$ cat src/include/fcore_defines.svh
// Shared widths, depths, address regions and register offsets for the fcore RTL and testbench
`ifndef FCORE_DEFINES_SVH
`define FCORE_DEFINES_SVH

// Data path and instruction word width
`define FCORE_DATA_WIDTH 32

// Program store depth in words
`define FCORE_PROG_DEPTH 256

// Channel count limit and registers per channel (the last register reads as the channel index)
`define FCORE_MAX_CHANNELS 8
`define FCORE_NUM_REGS 16

// Wishbone word address width; the top two bits select the region
`define FCORE_ADR_WIDTH 10
`define FCORE_REGION_PROG 2'd0
`define FCORE_REGION_REGS 2'd1
`define FCORE_REGION_CTRL 2'd2

// Offsets inside the control region
`define FCORE_CTRL_RUN 8'd0
`define FCORE_CTRL_SIZE 8'd1
`define FCORE_CTRL_NCH 8'd2
`define FCORE_CTRL_STATUS 8'd3

`endif

$ cat src/rtl/fcore_bus_regs.sv
// Wishbone classic slave: region decode, control and status registers and read data mux
`timescale 1ns/10ps
`include "fcore_defines.svh"

module fcore_bus_regs (
    input  logic                         clock,
    input  logic                         rst_n,
    input  logic                         cyc,
    input  logic                         stb,
    input  logic                         we,
    input  logic [`FCORE_ADR_WIDTH-1:0]  adr,
    input  logic [`FCORE_DATA_WIDTH-1:0] dat_w,
    output logic [`FCORE_DATA_WIDTH-1:0] dat_r,
    output logic                         ack,
    output logic                         prog_we,
    output logic [7:0]                   prog_addr,
    output logic [`FCORE_DATA_WIDTH-1:0] prog_wdata,
    input  logic [`FCORE_DATA_WIDTH-1:0] prog_rdata,
    output logic [2:0]                   reg_channel,
    output logic [3:0]                   reg_index,
    input  logic [`FCORE_DATA_WIDTH-1:0] reg_rdata,
    output logic                         run,
    output logic [8:0]                   program_size,
    output logic [3:0]                   n_channels,
    input  logic                         busy,
    input  logic                         done,
    input  logic                         fault
);

    logic [1:0] region;
    logic [7:0] offset;
    logic       access;
    logic       ctrl_write;

    assign region = adr[`FCORE_ADR_WIDTH-1 -: 2];
    assign offset = adr[7:0];

    // An access is the request cycle; the ack cycle that follows never starts another
    assign access     = cyc && stb && !ack;
    assign ctrl_write = access && we && (region == `FCORE_REGION_CTRL);

    assign prog_we     = access && we && (region == `FCORE_REGION_PROG);
    assign prog_addr   = adr[7:0];
    assign prog_wdata  = dat_w;
    assign reg_channel = adr[6:4];
    assign reg_index   = adr[3:0];

    always_ff @(posedge clock or negedge rst_n) begin
        if (!rst_n) begin
            ack          <= 1'b0;
            run          <= 1'b0;
            program_size <= '0;
            n_channels   <= '0;
        end else begin
            ack <= access;
            run <= ctrl_write && (offset == `FCORE_CTRL_RUN) && dat_w[0];
            if (ctrl_write && offset == `FCORE_CTRL_SIZE) begin
                program_size <= dat_w[8:0];
            end
            if (ctrl_write && offset == `FCORE_CTRL_NCH) begin
                n_channels <= dat_w[3:0];
            end
        end
    end

    // Memory and register reads are already registered, so the mux is valid at ack
    always_comb begin
        dat_r = '0;
        case (region)
            `FCORE_REGION_PROG: dat_r = prog_rdata;
            `FCORE_REGION_REGS: dat_r = reg_rdata;
            `FCORE_REGION_CTRL: begin
                case (offset)
                    `FCORE_CTRL_SIZE:   dat_r[8:0] = program_size;
                    `FCORE_CTRL_NCH:    dat_r[3:0] = n_channels;
                    `FCORE_CTRL_STATUS: dat_r[2:0] = {fault, done, busy};
                    default:            dat_r = '0;
                endcase
            end
            default: dat_r = '0;
        endcase
    end

endmodule

$ cat config.mk
export PLATFORM = sky130hd
export DESIGN_NAME = fcore_bus_regs
export DESIGN_NICKNAME = d
export VERILOG_FILES = /design/src/rtl/fcore_bus_regs.sv
export VERILOG_INCLUDE_DIRS = /design/src /design/src/include
export SDC_FILE = /design/constraint.sdc
export NUM_CORES = 1
export LEC_CHECK = 0
export BUFFER_PORTS_ARGS = -buffer_cell sky130_fd_sc_hd__buf_2
export CORE_AREA = 2 2 81 83
export DETAILED_ROUTE_END_ITERATION = 6
export DIE_AREA = 0 0 83 85
export PLACE_DENSITY = 0.71
export REMOVE_ABC_BUFFERS = 1
export SYNTH_ARGS = -nofsm -noshare
export SYNTH_HDL_FRONTEND = slang
export SYNTH_SLANG_ARGS = --single-unit
$ cat constraint.sdc
create_clock -name clock -period 2.2 [get_ports clock]
set_input_delay 0.11 -clock clock [delete_from_list [all_inputs] [get_ports clock]]
set_output_delay 0.11 -clock clock [all_outputs]
set_load 0.01 [all_outputs]
[Yosys cells after proc, flatten, opt, wreduce, memory -nomap -nowiden]
Index checks and enable logic that the tools add are counted.
Storage, ports and cells
  bits in registers: 15
  latch bits: 0
  RAM bits: 0
  ROM bits: 0
  input bits: 114
  output and inout bits: 95
  logic and storage cells: 25
  memories: 0
Cells by class
  add/subtract/negate cells: 0
  multiply operators: 0
  divide/modulo/power cells: 0
  $lt $le $gt $ge: 0
  eq/ne operators: 5
  shift operators: 0
  muxes and demuxes: 4
  bitwise operators: 0
  reduce and logical (&&, ||, !) cells: 12
Operators by type and width (count)
  case mux 32 bit (3 select lines): 1
  == test 8 x 2 -> 1 bit (second input constant): 2
  logical AND 1 bit: 9
  case mux 3 bit (3 select lines): 1
  == test 8 x 1 -> 1 bit (second input constant): 1
  logical NOT 8 bit: 1
  2-to-1 mux 5 bit: 1
  == test 2 x 1 -> 1 bit (second input constant): 1
  == test 2 bit (second input constant): 1
  logical NOT 2 bit: 1
  case mux 1 bit (2 select lines): 1
  logical NOT 1 bit: 1

[Depth between registers and ports, before layout]
Gate-level depths: netlist of run 1.
  word-level depth: 6
  mapped depth: 4
  mapped depth without buffers: 3

[Worst setup path after synthesis of run 1]
Ideal clock, no wire load.
  kind: in2reg
  from: input port adr[3]
  to: register program_size[0]
  setup time: 125 ps
  arrival: 1654 ps
  required time: 2075 ps
  path slack: 421 ps
  stages on the path: 4
  path buffers: 1
  cells stage by stage: or4_1 -> buf_2 -> nor4_4 -> mux2_2
Between the ends
  cells in the longest elaborated chain, start to end: 2
RTL lines
  start, declared: RTL line fcore_bus_regs.sv:11  | input logic [`FCORE_ADR_WIDTH-1:0] adr,
  == test 8 x 1 -> 1 bit
  logical AND 1 bit (no line)
  end signal, assigned: RTL line fcore_bus_regs.sv:58  | program_size <= dat_w[8:0];
  end, declared: RTL line fcore_bus_regs.sv:23  | output logic [8:0] program_size,
No other way between the ends.
A chain may end at the register's enable or synchronous reset.

[Final worst setup path of run 1]
  from: input port adr[3]
  to: output port dat_r[1]
Between the ends
  cells in the longest elaborated chain, start to end: 3
  elaborated cells between the ends (all ways): 5
  classes of those cells: eq/ne (3); mux (2)
RTL lines
  == test 8 x 2 -> 1 bit or == test 8 x 1 -> 1 bit (tied branches): RTL line fcore_bus_regs.sv:73  | case (offset)
  case mux 3 bit (3 select lines) (*): RTL line fcore_bus_regs.sv:73
  case mux 32 bit (3 select lines) (*): RTL line fcore_bus_regs.sv:69  | case (region)
  end, declared: RTL line fcore_bus_regs.sv:13  | output logic [`FCORE_DATA_WIDTH-1:0] dat_r,
Every way passes the cells marked *; elsewhere a longest branch is shown, timed or not.

==> metrics.cfg, run 1 <==
[outcome]
status = finished, final reports clean

[setup_path]
critPathCaptureType = output pin
crit_start = adr[3]
critPathTopFamily = simple AND/OR/NAND/NOR gates
slowest_delay_ns = 0.69
required_ns = 2.09
cp_max_fo = 6
cp_common_cell = buf_2
slowest_stage = or4_1
r2r_start = ack$_DFF_PN0_
worstPathArrival_ns = 1.71
worstSetupPathType = primary input to output pin
path_buf_inv = 2
start_kind = primary input
worstPathCellList = buf_2 -> or4_1 -> o31a_1 -> a211oi_1 -> buf_2

[power]
p_leak_nw = 1.33
p_total_w = 0.000798
p_per_area_nw_per_um2 = 360
vdd_drop_max_mv = 0.389

[job]
maxCapViolations = 0

[finish]
area_growth_pct = 37.0
final_cells = 367
final-seq-area_um2 = 375
multi_input_area_um2 = 842
drive_gt1_share_pct = 65.9
nNetsFinal = 405
diodes = 0
fill_cells = 655

[route]
drt_iter0_markers = 27
drc = 0
via_per_inst = 4.58
dr.pass1.iters = 4
drt-total-wl_um = 5750
avgRoutedWirePerCell_um = 15.7
drtAntennaViolNets = 0
routed-via-count = 1682

[die]
die_height_um = 85
dieArea_um2 = 7060
ios = 209
core_um2 = 6200
die_x_um = 83
initial_core_util_pct = 26.1
row_count = 29

[synth]
synth_cells = 175
ys.warnings.count = 0
syn_area_um2 = 1620
synth.area.top_cells = dfrtp_1 (23%), buf_4 (22%), mux2i_1 (19%)
ys_types = 28
async_reset_ff_share_pct = 100
ys_seq_elements = 15
synth-seq-area-share_pct = 23.2
yosys.area.top_type = dfrtp_1
synth_ff_type = dfrtp_1
synth.top_cells.by_count = buf_4 (47), mux2i_1 (31), nor2_1 (25)
yosys.area.top_type_share_pct = 23.2
avgSynthCellArea_um2 = 9.24
synthMostInstantiatedCell = buf_4
synth_edf_count = 0

[sta]
slew_headroom_pct = 65.3
fmax_ghz = 0.549
worst_slew_pin_slew_ns = 0.521
timing.final.hold_violations = 0
post-route-period-util_pct = 82.9
period_needed_ns = 1.82
setup_viol = 0
holdWs_ns = 0.0870
grt_setup_unrepaired = no
slew_violations = 0
tns_ns = 0
finClkSkew_ns = 0.00488

[cts]
insertion_delay_ns = 0.25
ctsLongestPathBuffers = 2
clk_pin_slew_ns = 0.06
cts_buffers = 3
cts_tree = built
root_buffer = clkbuf_8
htree_levels = 1
clock-sinks = 15

[global_routing]
grt_pass1_vias = 1702
grt_antenna_before_repair = 0
grt_util_all_layers_pct = 15.3
grt_max_degree = 33
grt_pass1_wl_um = 8520
gr-total-overflow = 0

[placed_design]
hpwl_um = 4850
place.port_buffers = 162
place.gp.congestion = 0.823
placedCellCount = 362

[worst_hold_path]
holdCritPathClass = primary input to flip-flop
hold_start = stb

==> worst paths after layout <==
| check | to | cells past startpoint | slack [ns] |
|---|---|---|---|
| setup / recovery | dat_r[1] | 5 | 0.38 |
| hold / removal | ack$_DFF_PN0_ | 3 | 0.09 |
| setup reg to reg | n_channels[1]$_DFFE_PN0P_ | 3 | 0.48 |
| hold reg to reg | ack$_DFF_PN0_ | 1 | 0.44 |
| max in group asynchronous | program_size[0]$_DFFE_PN0P_ | 2 | 1.66 |
| min in group asynchronous | program_size[1]$_DFFE_PN0P_ | 2 | 0.29 |
==> routing by layer <==
metal  vias up  share of wire [%]  global-route usage [%]
li1        803                  -                       -
met4         2               0.80                    3.58
met3         6                 12                    8.17
met2       119                 48                    26.0
met5         -               0.89                    5.59
met1       752                 38                    16.5
==> cells in the final DEF, fill, tap and decap left out, types with 2 or more instances in the layout <==
| cell | n |
|---|---|
| nor3_1 | 3 |
| a221oi_1 | 3 |
| buf_4 | 4 |
| nand2_1 | 2 |
| nor2_1 | 25 |
| buf_2 | 162 |
| mux2_2 | 17 |
| dfrtp_1 | 15 |
| o2bb2ai_1 | 5 |
| mux2i_1 | 31 |
| a211oi_1 | 3 |
| clkbuf_8 | 3 |
==> cell families (layout without fill, tap and decap cells) <==
family	Yosys count	in the layout	synth area share, %
buffers and inverters	57	172	24.7
AO/OA/AOI/OAI	14	14	7.12
flip-flops	15	15	23.2
AND/OR/NAND/NOR	41	41	13.9
multiplexers	48	48	31.0
==> power breakdown <==
group / internal (W) / total, W / switching [W]
combinational: 0.000149 / 0.000299 / 0.000151
clock: 0.000125 / 0.000219 / 0.0000936
sequential: 0.000278 / 0.000279 / 0.00000141
total: 0.000552 / 0.000798 / 0.000246
==> flip-flops by register name, indices dropped and copies added (netlist names) <==
register,flops
program_size,9
ack,1
n_channels,4
run,1
==> cell type report <==
class / count / share of cell area, %
Timing Repair Buffer: 167 / 38.4
Multi-Input combinational cell: 103 / 38.0
Sequential cell: 15 / 16.9
Tap cell: 77 / 4.35
Clock buffer: 3 / 1.86
Clock inverter: 1 / 0.226
Inverter: 1 / 0.169
==> tightest hold or removal path: stages <==
cell	delay (ns)
buf_2	0.10
nand2_1	0.05
nor2_1	0.03
==> timing repair <==
| item | in CTS | in global routing |
|---|---|---|
| setup buffers | 0 | 0 |
| setup endpoints to repair | 0 | 0 |
| resized for setup | 0 | 0 |
| hold buffers | 1 | 0 |
| hold endpoints to repair | 15 | 0 |
==> through the flow <==
step	area [um2]	setup slack (ns)	utilization, %
2_1_floorplan	1220	0.395	-
3_3_place_gp	2160	0.265	34.8
3_5_place_dp	2160	0.243	34.8
4_1_cts	2210	0.378	35.7
5_1_grt	2210	0.316	35.7
6_report	2210	0.377	35.7
Note: power is estimated with default switching activity, not from simulation.
==> inputs of run 2 (changes only) <==
--- a/config.mk
+++ b/config.mk
@@ -7,10 +7,10 @@
 export NUM_CORES = 1
 export LEC_CHECK = 0
 export BUFFER_PORTS_ARGS = -buffer_cell sky130_fd_sc_hd__buf_2
-export CORE_AREA = 2 2 81 83
+export CORE_AREA = 2 2 80 82
 export DETAILED_ROUTE_END_ITERATION = 6
-export DIE_AREA = 0 0 83 85
-export PLACE_DENSITY = 0.71
+export DIE_AREA = 0 0 82 84
+export PLACE_DENSITY = 0.75
 export REMOVE_ABC_BUFFERS = 1
 export SYNTH_ARGS = -nofsm -noshare
 export SYNTH_HDL_FRONTEND = slang
==> constraint.sdc (replaced) <==
create_clock -name clock -period 1.55 [get_ports clock]
set_input_delay 0.0775 -clock clock [delete_from_list [all_inputs] [get_ports clock]]
set_output_delay 0.0775 -clock clock [all_outputs]
set_load 0.01 [all_outputs]
==> run 2 against run 1 <==
The flow now finishes with violations (setup timing). Power up 46%. Count of clock-buffer cells in the layout increased by 1. Setup slack worse by 0.47 ns. First-iteration DRC count did not move. Critical endpoint unchanged.
==> metrics.cfg, run 2 (same netlist as run 1, synthesis figures left out) <==
[sta]
setup_viol = 12
worst_slew_pin_slew_ns = 0.523
slew_violations = 0
setup_ws_ns = -0.0949
timing.final.hold_violations = 0
finClkSkew_ns = 0.00237
post-route-period-util_pct = 106
period_needed_ns = 1.64
slew_headroom_pct = 65.2
fmax_ghz = 0.608
holdWs_ns = 0.0525
grt_setup_unrepaired = yes

[global_routing]
grt_antenna_before_repair = 0
grt_util_all_layers_pct = 15.5
grt_pass1_vias = 1648
grt_pass1_wl_um = 8140
gr-total-overflow = 0
grt_max_degree = 33

[placed_design]
hpwl_um = 4670
place.gp.congestion = 0.789
place.port_buffers = 162
preCtsSetupSlack_ns = -0.319

[finish]
fill_cells = 642
diodes = 0
reg.largest.list = program_size x9, n_channels x4
area_growth_pct = 50.0
nNetsFinal = 418
largest_reg_flops = 9
final_common_cell = buf_2
final_cell_mix = buf_2 (160), mux2i_1 (31), nor2_1 (25)
drive_gt1_share_pct = 70.0
regMostFlops = program_size

[worst_hold_path]
holdCritPathClass = primary input to flip-flop
hold_start = stb

[route]
routed-via-count = 1783
drtAntennaViolNets = 0
drc = 0
avgRoutedWirePerCell_um = 15.3
drt-total-wl_um = 5820
drt_iter0_markers = 27
dr.pass1.iters = 4
via_per_inst = 4.69

[outcome]
failed_checks = setup timing
status = finished, violations left

[setup_path]
r2r_start = ack$_DFF_PN0_
worstSetupPathType = primary input to output pin
crit_start = adr[5]
cp_max_fo = 4
start_kind = primary input
required_ns = 1.47
worstPathArrival_ns = 1.57
critPathCaptureType = output pin

[cts]
cts_buffers = 3
clock-sinks = 15
cts_tree = built
root_buffer = clkbuf_8
htree_levels = 1
insertion_delay_ns = 0.25
ctsLongestPathBuffers = 2
clk_pin_slew_ns = 0.06

[die]
core_um2 = 6100
dieArea_um2 = 6890
ios = 209
row_count = 29
initial_core_util_pct = 26.5
die_height_um = 84
die_x_um = 82

[power]
p_total_w = 0.00117
p_per_area_nw_per_um2 = 482
p_leak_nw = 1.43
vdd_drop_max_mv = 0.425

[job]
maxCapViolations = 0

==> run 2: cell count changes in the layout (fill, tap and decap cells not counted), sizes merged <==
cell and change:
buf +13, clkbuf +1, clkinv -1
==> run 2: layer usage <==
metal  vias to the layer above  share of wire (%)  global-route usage, %
li1                        822                  -                      -
met1                       812                 36                   16.6
met2                       136                 47                   25.1
met3                        11                 14                   8.55
met4                         2                1.4                   4.39
met5                         -               0.96                   8.33
==> run 2: worst paths after layout <==
kind / endpoint / slack [ns] / depth (start not counted)
max in group asynchronous: n_channels[0]$_DFFE_PN0P_ / 1.04 / 2
min in group asynchronous: program_size[6]$_DFFE_PN0P_ / 0.26 / 2
hold reg to reg: ack$_DFF_PN0_ / 0.52 / 2
setup reg to reg: program_size[7]$_DFFE_PN0P_ / -0.04 / 5
setup / recovery: dat_r[1] / -0.09 / 6
hold / removal: ack$_DFF_PN0_ / 0.05 / 3
==> run 2: layout make-up <==
class	instances	area, um2	area share [%]
repair buffers	180	976	40.2
multi-input cells	103	928	38.3
flip-flops and latches	15	375	15.5
well taps	77	96.3	3.97
clock buffers	4	45.0	1.86
inverters	1	3.75	0.155
==> run 2: where the power goes <==
| group | internal [W] | switching [W] | leakage [nW] |
|---|---|---|---|
| sequential | 0.000395 | 0.00000181 | 0.209 |
| clock | 0.000182 | 0.000129 | 0.0228 |
| combinational | 0.000235 | 0.000226 | 1.19 |
==> run 2: timing repair <==
| item | 4_1_cts | 5_1_grt |
|---|---|---|
| pin swaps | 4 | 1 |
| hold buffers | 1 | 0 |
| setup buffers | 2 | 1 |
| gates resized for setup | 12 | 13 |
| endpoints found under the hold margin | 15 | 0 |
| endpoints found under the setup margin | 19 | 24 |
==> run 2: metrics by stage <==
step	instance area (um2)	instances	util (%)	setup TNS, ns
finish	2420	380	39.8	-0.444
global route	2420	380	39.8	-1.78
CTS	2360	379	38.6	-0.421
detailed placement	2230	372	36.6	-5.29
global placement	2230	372	36.6	-4.80
floorplan	1220	119	-	-2.57
==> run 2: worst max-delay path, stage by stage <==
cell and delay [ns]:
buf_6 0.09, or4_4 0.57, buf_6 0.15, o31a_1 0.34
a211oi_2 0.17, buf_2 0.16
