<file path="config.mk">
export PLATFORM = sky130hd
export DESIGN_NAME = fcore_control_unit
export DESIGN_NICKNAME = d
export VERILOG_FILES = /design/src/rtl/fcore_pkg.sv /design/src/rtl/fcore_control_unit.sv
export VERILOG_INCLUDE_DIRS = /design/src /design/src/include
export SDC_FILE = /design/constraint.sdc
export NUM_CORES = 1
export LEC_CHECK = 0
export BUFFER_PORTS_ARGS = -buffer_cell sky130_fd_sc_hd__buf_2
export CAP_MARGIN = 20
export CELL_PAD_IN_SITES_DETAIL_PLACEMENT = 1
export CELL_PAD_IN_SITES_GLOBAL_PLACEMENT = 2
export CORE_AREA = 2 2 120 122
export DETAILED_ROUTE_END_ITERATION = 7
export DIE_AREA = 0 0 122 124
export PLACE_DENSITY = 0.76
export SETUP_SLACK_MARGIN = 0.1
export SLEW_MARGIN = 20
export SYNTH_ARGS = -nofsm -noshare
export SYNTH_HDL_FRONTEND = slang
export SYNTH_SLANG_ARGS = --single-unit
</file>
<file path="constraint.sdc">
create_clock -name clock -period 6.19 [get_ports clock]
set_input_delay 1.238 -clock clock [delete_from_list [all_inputs] [get_ports clock]]
set_output_delay 1.238 -clock clock [all_outputs]
set_load 0.1 [all_outputs]
</file>
<file path="src/include/fcore_defines.svh">
// Shared widths, depths, address regions and register offsets for the fcore RTL and testbench
`ifndef FCORE_DEFINES_SVH
`define FCORE_DEFINES_SVH

// Data path and instruction word width
`define FCORE_DATA_WIDTH 32

// Program store depth in words
`define FCORE_PROG_DEPTH 256

// Channel count limit and registers per channel (the last register reads as the channel index)
`define FCORE_MAX_CHANNELS 8
`define FCORE_NUM_REGS 16

// Wishbone word address width; the top two bits select the region
`define FCORE_ADR_WIDTH 10
`define FCORE_REGION_PROG 2'd0
`define FCORE_REGION_REGS 2'd1
`define FCORE_REGION_CTRL 2'd2

// Offsets inside the control region
`define FCORE_CTRL_RUN 8'd0
`define FCORE_CTRL_SIZE 8'd1
`define FCORE_CTRL_NCH 8'd2
`define FCORE_CTRL_STATUS 8'd3

`endif

</file>
<file path="src/rtl/fcore_pkg.sv">
// Opcode encoding and instruction word layouts shared by the fcore blocks and testbench
package fcore_pkg;

    // Opcode sits in the low five bits of every instruction word
    typedef enum logic [4:0] {
        NOP  = 5'd0,
        ADD  = 5'd1,
        SUB  = 5'd2,
        AND  = 5'd3,
        OR   = 5'd4,
        XOR  = 5'd5,
        LDI  = 5'd6,
        LDC  = 5'd7,
        STOP = 5'd8
    } opcode_t;

    // Register form: rd <= rs1 op rs2
    typedef struct packed {
        logic [14:0] pad;
        logic [3:0]  rs2;
        logic [3:0]  rs1;
        logic [3:0]  rd;
        opcode_t     opcode;
    } reg_form_t;

    // Immediate form: rd <= sign-extended imm
    typedef struct packed {
        logic [6:0]         pad;
        logic signed [15:0] imm;
        logic [3:0]         rd;
        opcode_t            opcode;
    } imm_form_t;

    // Both forms share opcode and rd, so either view may be used to read them
    typedef union packed {
        reg_form_t r;
        imm_form_t i;
    } instr_t;

endpackage

</file>
<file path="src/rtl/fcore_control_unit.sv">
// Run sequencer for the core: steps pc and channel, issues one instruction slot per cycle
`timescale 1ns/10ps
`include "fcore_defines.svh"

module fcore_control_unit (
    input  logic                         clock,
    input  logic                         rst_n,
    input  logic                         run,
    input  logic [8:0]                   program_size,
    input  logic [3:0]                   n_channels,
    input  fcore_pkg::instr_t            fetch_word,
    input  logic [`FCORE_DATA_WIDTH-1:0] fetch_next,
    output logic [7:0]                   pc,
    output logic                         issue_valid,
    output fcore_pkg::instr_t            issue_instr,
    output logic [`FCORE_DATA_WIDTH-1:0] issue_const,
    output logic [2:0]                   issue_channel,
    output logic                         busy,
    output logic                         done,
    output logic                         fault
);

    import fcore_pkg::*;

    typedef enum logic [1:0] {
        IDLE    = 2'd0,
        WAIT    = 2'd1,
        RUNNING = 2'd2,
        FAULTED = 2'd3
    } state_t;

    state_t     state;
    logic [8:0] pc_count;
    logic [2:0] channel;
    logic [2:0] last_channel;
    logic       past_end;
    logic       is_stop;
    logic       is_ldc;
    logic       issue;

    // Zero channels runs as one, and anything above the limit is clamped
    always_comb begin
        if (n_channels == 4'd0) begin
            last_channel = 3'd0;
        end else if (n_channels > `FCORE_MAX_CHANNELS) begin
            last_channel = 3'(`FCORE_MAX_CHANNELS - 1);
        end else begin
            last_channel = 3'(n_channels - 4'd1);
        end
    end

    // pc is kept one bit wider than the store so running off the end is visible
    assign pc       = pc_count[7:0];
    assign past_end = pc_count >= program_size;
    assign is_stop  = fetch_word.r.opcode == STOP;
    assign is_ldc   = fetch_word.r.opcode == LDC;
    assign issue    = (state == RUNNING) && !past_end && !is_stop;
    assign busy     = (state == WAIT) || (state == RUNNING);

    always_ff @(posedge clock or negedge rst_n) begin
        if (!rst_n) begin
            state       <= IDLE;
            pc_count    <= '0;
            channel     <= '0;
            issue_valid <= 1'b0;
            done        <= 1'b0;
            fault       <= 1'b0;
        end else begin
            issue_valid <= issue;
            case (state)
                IDLE, FAULTED: begin
                    if (run) begin
                        pc_count <= '0;
                        channel  <= '0;
                        done     <= 1'b0;
                        fault    <= 1'b0;
                        state    <= WAIT;
                    end
                end
                WAIT: begin
                    state <= RUNNING;
                end
                RUNNING: begin
                    // The pc check comes first, so nothing at or beyond the size is issued
                    if (past_end) begin
                        fault <= 1'b1;
                        state <= FAULTED;
                    end else if (is_stop) begin
                        done  <= 1'b1;
                        state <= IDLE;
                    end else if (channel == last_channel) begin
                        channel  <= '0;
                        // LDC steps over its constant word
                        pc_count <= pc_count + (is_ldc ? 9'd2 : 9'd1);
                    end else begin
                        channel <= channel + 3'd1;
                    end
                end
                default: state <= IDLE;
            endcase
        end
    end

    // Slot payload only matters while issue_valid is high
    always_ff @(posedge clock) begin
        if (issue) begin
            issue_instr   <= fetch_word;
            issue_const   <= fetch_next;
            issue_channel <= channel;
        end
    end

endmodule

</file>
Yosys cells after proc, flatten, opt, wreduce, memory -nomap -nowiden
Index checks and enable logic that the tools add are counted.
Word-level totals
  register bits: 84
  bits of input ports: 80
  output and inout bits: 79
  logic and storage cells: 64
Cells by class
  $add $sub $neg: 3
  $lt $le $gt $ge: 2
  equality and inequality tests: 13
  muxes and demuxes: 23
  reductions and logical operators: 14
Operators with widths (number)
  2-to-1 mux 9 bit: 4
  2-to-1 mux 3 bit: 6
  case mux 9 bit (2 select lines): 1
  != test 2 bit, second input constant: 5
  adder 9 x 2 -> 9 bit: 1
  >= comparator 9 bit: 1
  2-to-1 mux 2 bit: 4
  AND reduction 4 bit: 2
  case mux 2 bit (3 select lines): 1
  case mux 3 bit (2 select lines): 1
  == test 5 x 3 -> 1 bit, second input constant: 1
  == test 5 x 4 -> 1 bit, second input constant: 1
  AND reduction 5 bit: 1
  == test 2 bit, second input constant: 2
  greater-than comparator 4 bit, second input constant: 1
  logical NOT 4 bit: 1
  2-to-1 mux 1 bit: 4
  case mux 1 bit (2 select lines): 2
  adder 3 x 1 -> 3 bit, second input constant: 1
  == test 3 bit: 1
  != test 3 bit, second input constant: 1
  AND reduction 3 bit: 1
  subtractor 3 x 1 -> 3 bit, second input constant: 1
  == test 2 x 1 -> 1 bit, second input constant: 1
  other kinds (8): 10

Depth between registers and ports, before layout
Gate-level depths: netlist of run 1.
  depth after elaboration: 8
  depth in mapped cells: 10
  gate-level depth less buffers: 10

Least setup slack after synthesis of run 1
Ideal clock, no wire load.
  path kind: input to register
  start point: input program_size[6]
  end point: register channel[2]
  library setup time: 0.102 ns
  arrival: 7.513 ns
  required time: 6.088 ns
  slack: -1.425 ns
  cell stages on the path: 8
  path buffers: 0
  cell sequence: inv_1 ha_1 a211oi_1 nor2_1 or3_1 nor3_1 a32oi_1 o21ai_1
Between the ends
  word-level cells in the longest chain between the ends: 3
RTL lines
  start, declared: RTL line fcore_control_unit.sv:9  | input logic [8:0] program_size,
  >= comparator 9 bit: RTL line fcore_control_unit.sv:54  | assign past_end = pc_count >= program_size;
  != test 2 bit (no line)
  AND reduction 4 bit (no line)
  end signal, assigned: RTL line fcore_control_unit.sv:96  | channel <= channel + 3'd1;
  end, declared: RTL line fcore_control_unit.sv:34  | logic [2:0] channel;
Every way passes these cells.
A chain may end at the register's enable or synchronous reset.

Final worst setup path of run 1
Same ends and word-level chain as after synthesis.

==> impl_metrics.py, run 1 <==
metrics = {
    "sta": {
        "max_freq_mhz": 295,
        "hold_viol": 0,
        "maxSlewViolCount": 0,
        "min_period_ns": 3.39,
        "fin_skew_ns": 0.0107,
        "rsz0062_at_grt": "no",
        "setup_viol": 0,
        "post-route-period-util_pct": 54.8,
        "worst_slew_pin_slew_ns": 1.02,
        "slew_headroom_pct": 31.3,
        "final.setup.tns_ns": 0,
    },
    "placed_design": {
        "port_buffers": 158,
        "place.gp.congestion": 0.737,
        "post_dp_cell_area_um2": 4630,
        "dpl.hpwl_mm": 8.46,
    },
    "min_path": {
        "hp-class": "reg -> reg",
    },
    "die": {
        "core_area_um2": 13700,
        "die_x_um": 122,
        "io_pins": 159,
        "initial_utilization_pct": 26.8,
        "rows": 43,
        "die_y_um": 124,
        "die_area_um2": 15100,
    },
    "logic_synthesis": {
        "synth.area.top_cells": "edfxtp_1, dfrtp_1, ha_1, nand2_1, inv_1",
        "synth_area_um2": 3670,
        "synth_top_cell_area_share_pct": 54.8,
        "syn_nets": 372,
        "ys.flop_type": "edfxtp_1",
        "yosysWarningCount": 0,
        "syn_area_per_cell_um2": 13.3,
        "async_flop_share_pct": 20.2,
        "seq_area_frac_synth_pct": 66.4,
        "netlist.top_cell.by_area": "edfxtp_1",
        "synth_cell_types": 51,
        "synth-edff-count": 67,
        "synth_cells": 276,
        "ys_ff_latch": 84,
    },
    "pwr": {
        "power.leakage_nw": 2.14,
        "p_per_area_nw_per_um2": 458,
        "peakVddDrop_v": 0.000131,
    },
    "routing": {
        "drt_first_iter_violations": 177,
        "via_count": 2858,
        "drc": 0,
        "routed_wl_mm": 11.0,
        "dr.pass1.iters": 4,
        "routed_via_density": 4.63,
        "antenna_left": 0,
        "wl_per_cell_um": 17.8,
    },
    "cts": {
        "cts_tree": "yes",
        "cts-root-buf": "clkbuf_16",
        "htreeDepth": 3,
        "cts_setup_buffers": 0,
        "cts-hold-fix-buffers": 0,
        "path_clk_slew_ns": 0.07,
        "clk_latency_ns": 0.33,
        "clk_path_buf_depth": 2,
        "cts_made_buffers": 9,
        "cts.sinks": 84,
        "ctsResizeCount": 0,
    },
    "setup_path": {
        "critical_path_required_ns": 6.45,
        "path_class": "in -> reg",
        "endpoint_kind": "flip-flop",
        "arrival_ns": 3.66,
        "start_kind": "input port",
        "path_max_fanout": 70,
    },
    "global_route": {
        "grt_pass1_wl_mm": 16.2,
        "grt.total_usage_pct": 14.3,
        "antenna_found_initial": 0,
        "grt-ovfl-total": 0,
        "grt_start_max_net_pins": 71,
        "grt_pass1_vias": 2899,
    },
    "cells_and_area": {
        "nets": 528,
        "syn2layout_area_growth_pct": 33.9,
        "final_cell_area_um2": 4920,
        "drive_gt1_share_pct": 41.4,
        "diodes": 0,
    },
    "flow_run": {
        "cap_violations": 0,
    },
    "outcome": {
        "status": "completed",
    },
}
[state kept, by name, indices dropped and copies added (netlist names), 2 cells and up]
signal,flops
channel,3
issue_channel,3
issue_const,32
issue_instr,32
pc_count,9
state,2
[area by class of cell]
class	count	area [µm²]
Clock buffer	9	225
Clock inverter	7	57.6
Fill cell	1541	8800
Inverter	20	75.1
Multi-Input combinational cell	156	1080
Sequential cell	84	2440
Tap cell	180	225
Timing Repair Buffer	161	813
[report_power, final]
part / total (mW) / switching [mW] / internal, mW / leakage (nW)
registers: 0.774 / 0.0383 / 0.736 / 0.848
clock network: 0.512 / 0.233 / 0.278 / 0.136
logic: 0.965 / 0.823 / 0.142 / 1.15
[critical path: stages]
cell and delay (ns):
buf_2 0.08, inv_1 0.04, ha_1 0.30, a211oi_1 0.21, nor2_1 0.11, or3_1 0.42, nor3_4 0.17, buf_4 0.70
a32oi_1 0.22, o21ai_1 0.12
[per-stage QoR]
stage	util [%]	worst slack, ns	power, mW	cells	hold WS, ns
after floorplan	-	0.750	1.57	276	0.423
after global placement	33.8	2.51	1.74	601	0.505
after detailed placement	33.8	2.43	1.76	601	0.511
after CTS	35.8	2.78	2.28	617	0.527
after global routing	35.8	2.56	2.34	617	0.574
final	35.8	2.80	2.25	617	0.531
[worst paths after layout]
path	start	to	slack [ns]	depth (start not counted)
hold reg to reg	fault	fault	0.53	1
max in group asynchronous	rst_n	issue_valid	4.99	1
setup / recovery	program_size[6]	channel[2]	2.80	10
min in group asynchronous	rst_n	pc_count[6]	0.86	1
setup reg to reg	pc_count[6]	channel[2]	3.33	8
hold / removal	fault	fault	0.53	1
[metal layers]
metal,vias up,GRT usage [%],share of wire [%]
met2,109,25.3,50
li1,1347,-,-
met4,0,3.66,0.80
met1,1394,16.9,41
met3,8,4.40,8.3
met5,-,0,0
[layout by cell type (no fill, tap or decap), types with 5 or more instances in the layout]
master / synthesis / layout
buf_2: 1 / 158
edfxtp_1: 67 / 67
nand2_1: 23 / 23
inv_1: 20 / 20
dfrtp_1: 17 / 17
ha_1: 15 / 15
nor2_1: 11 / 11
nand4_1: 9 / 9
nand3_1: 9 / 9
clkbuf_16: 0 / 9
nand2b_1: 8 / 8
nor3_1: 8 / 7
a21oi_1: 6 / 6
o21ai_1: 5 / 5
o311ai_1: 5 / 5
[synth_stat cells (2+ instances only)]
cell,count
o21ai_0,4
or3_1,4
or4_1,3
nor2_1,11
nand2b_1,8
nand2_1,23
nand4_1,9
clkbuf_1,7
nor3_1,8
mux2i_1,3
a21oi_1,6
a21o_1,2
o31a_1,2
o311ai_1,5
dfrtp_1,17
ha_1,15
buf_4,8
edfxtp_1,67
or4b_1,2
inv_1,20
o211ai_1,4
a31oi_1,2
nor4_1,3
and2_1,2
nand3_1,9
o21ai_1,5
nor3b_1,3
[kinds of logic after synthesis]
family / after synthesis / synth area share [%]
simple gates: 92 / 13.4
flops: 84 / 66.4
compound gates: 41 / 8.14
buf+inv: 36 / 4.53
fa+ha+maj: 17 / 5.93
mux: 4 / 1.12
xor+xnor: 2 / 0.477
No activity file was read; power rests on OpenSTA's default activity.
==> run 2: changes to the inputs <==
- ABC_AREA: not set -> 1
- CORE_AREA: 2 2 120 122 -> 2 2 114 116
- DIE_AREA: 0 0 122 124 -> 0 0 116 118
- PLACE_DENSITY: 0.76 -> 0.8
- clock period: 6.19 -> 3.2 ns (I/O delays scaled with it)
==> run 2 against run 1 <==
  * Sequential share of layout area is 1.1 points higher
  * Core utilization up 2.9 points
  * Total power increased by 92%
  * Clock power is 110% higher
  * Register-to-register slack got worse by 2.5 ns
  * Hold slack got worse by 0.30 ns
  * First-iteration DRC count rose by 4.5%
  * Sequential cell count did not move
  * Synthesized cell count grew 5.4%
  * Cell count rose by 1.6%
  * Routed wire length is 13% lower
  * Largest cell class unchanged
==> impl_metrics.py, run 2 <==
metrics = {
    "logic_synthesis": {
        "yosysWarningCount": 0,
        "synth_cell_types": 26,
        "netlist.top_cell.by_area": "edfxtp_1",
        "ys_ff_latch": 84,
        "async_flop_share_pct": 20.2,
        "ys.flop_type": "edfxtp_1",
        "seq_area_frac_synth_pct": 68.7,
        "synth_top_cell_area_share_pct": 56.7,
        "synth_cells": 291,
        "syn_area_per_cell_um2": 12.2,
        "synth-edff-count": 67,
        "yosysMostFrequentCell": "nand2_1",
        "synth_area_um2": 3550,
        "syn_nets": 387,
        "synthTopCellsByCount": "nand2_1, edfxtp_1, inv_1",
        "synth.area.top_cells": "edfxtp_1, dfrtp_1, nand2_1, ha_1, inv_1",
    },
    "setup_path": {
        "cpMostUsedCell": "inv_1",
        "critical_path_required_ns": 2.56,
        "r2r_start": "state[0]",
        "cp_slowest_cell": "buf_2",
        "cp.depth": 4,
        "r2r_setup_slack_ns": 0.87,
        "crit_path_cell_trace": "inv_1 -> ha_1 -> inv_1 -> buf_2",
        "critPathBufInv": 3,
        "reg2reg_depth": 9,
        "start_kind": "flip-flop",
        "path_max_fanout": 4,
        "max_stage_delay_ns": 0.48,
        "arrival_ns": 1.69,
        "endpoint_kind": "output pin",
        "reg2reg_to": "pc_count[3]",
        "critPathTopFamily": "buffers and inverters",
        "path_class": "reg -> out",
        "startpoint": "state[0]",
    },
    "die": {
        "rows": 41,
        "initial_utilization_pct": 28.6,
        "die_x_um": 116,
        "core_area_um2": 12400,
        "die_area_um2": 13700,
        "io_pins": 159,
        "die_y_um": 118,
    },
    "cells_and_area": {
        "final_cell_area_um2": 4810,
        "syn2layout_area_growth_pct": 35.5,
        "multiInputGateArea_um2": 892,
        "regArea_um2": 2440,
        "drive_gt1_share_pct": 40.4,
        "final_cell_mix": "buf_2, nand2_1, edfxtp_1",
        "nets": 547,
        "diodes": 0,
        "layout_commonest_cell": "buf_2",
        "fillers": 1440,
        "reg.largest.list": "issue_const x32, issue_instr x32, pc_count x9",
    },
    "sta": {
        "hold_viol": 0,
        "final.setup.tns_ns": 0,
        "max_freq_mhz": 428,
        "worst_slew_pin_slew_ns": 0.515,
        "slew_headroom_pct": 65.7,
        "setup_viol": 0,
        "fin_skew_ns": 0.0101,
        "rsz0062_at_grt": "no",
        "post-route-period-util_pct": 72.9,
        "maxSlewViolCount": 0,
        "min_period_ns": 2.33,
    },
    "cts": {
        "cts-hold-fix-buffers": 0,
        "path_clk_slew_ns": 0.06,
        "ctsResizeCount": 0,
        "cts-root-buf": "clkbuf_16",
        "cts_setup_buffers": 0,
        "cts_made_buffers": 9,
        "cts.sinks": 84,
        "clk_path_buf_depth": 2,
        "clk_latency_ns": 0.34,
        "htreeDepth": 3,
        "cts_tree": "yes",
    },
    "routing": {
        "drc": 0,
        "drt_first_iter_violations": 185,
        "routed_wl_mm": 9.49,
        "routed_via_density": 4.20,
        "via_count": 2634,
        "wl_per_cell_um": 15.1,
        "antenna_left": 0,
        "dr.pass1.iters": 4,
    },
    "pwr": {
        "p_per_area_nw_per_um2": 900,
        "peakVddDrop_v": 0.000242,
        "power.leakage_nw": 2.25,
    },
    "flow_run": {
        "cap_violations": 0,
    },
    "global_route": {
        "gr-usage-met3_pct": 4.89,
        "antenna_found_initial": 0,
        "grt-ovfl-total": 0,
        "grt.met2_usage_pct": 22.5,
        "grt_pass1_wl_mm": 14.2,
        "grt.total_usage_pct": 13.6,
        "grt_use_met1_pct": 16.1,
        "grt_pass1_vias": 2675,
        "busiest_layer": "met2",
        "grt_start_max_net_pins": 40,
    },
    "placed_design": {
        "dpl.hpwl_mm": 7.50,
        "port_buffers": 158,
        "place.gp.congestion": 0.769,
        "post_dp_cell_area_um2": 4500,
    },
    "outcome": {
        "status": "completed",
    },
    "min_path": {
        "hp-class": "in -> async",
    },
}
run 2: how the worst max path moves through the flow:
stage | to | slack (ns)
after global routing | pc_count[4] | 0.64
after floorplan | issue_channel[0] | 0.38
after detailed placement | issue_instr[27] | 0.56
after CTS | pc_count[3] | 0.82
final | busy | 0.87
after global placement | issue_instr[28] | 0.63
run 2: logic make-up (layout without fill, tap and decap cells):
family	count (synthesis)	after routing	synth area share, %
compound gates	14	14	3.00
xor+xnor	4	4	0.988
fa+ha+maj	16	16	5.86
buf+inv	48	212	6.35
flops	84	84	68.7
simple gates	125	125	15.1
run 2: cell type report:
cell class / instances / share of cell area, %
inverter: 37 / 2.89
sequential: 84 / 50.7
clock inverter: 6 / 1.67
clock buffer: 9 / 4.69
multi-input combinational: 159 / 18.6
timing repair buffer: 160 / 17.0
tap: 172 / 4.48
run 2: metal layers:
metal	vias to the layer above	part of all wire, %
met5	-	0
met4	0	1.4
met3	10	10
met2	108	48
met1	1234	41
li1	1282	-
run 2: stage by stage:
step | utilization, % | instances | setup WS [ns] | power [mW] | hold slack, ns
floorplan | - | 291 | 0.375 | 2.98 | 0.344
detailed placement | 36.3 | 612 | 0.562 | 3.31 | 0.499
global route | 38.7 | 627 | 0.644 | 4.51 | 0.268
finish | 38.7 | 627 | 0.866 | 4.33 | 0.232
CTS | 38.7 | 627 | 0.823 | 4.39 | 0.239
global placement | 36.3 | 612 | 0.632 | 3.28 | 0.471
run 2: power breakdown:
| group | total (mW) | leakage (nW) | switching (mW) | internal [mW] |
|---|---|---|---|---|
| Clock | 1.06 | 0.146 | 0.393 | 0.672 |
| Combinational | 1.81 | 1.26 | 1.54 | 0.267 |
| Sequential | 1.46 | 0.845 | 0.0666 | 1.39 |
| Total | 4.33 | 2.25 | 2.00 | 2.33 |
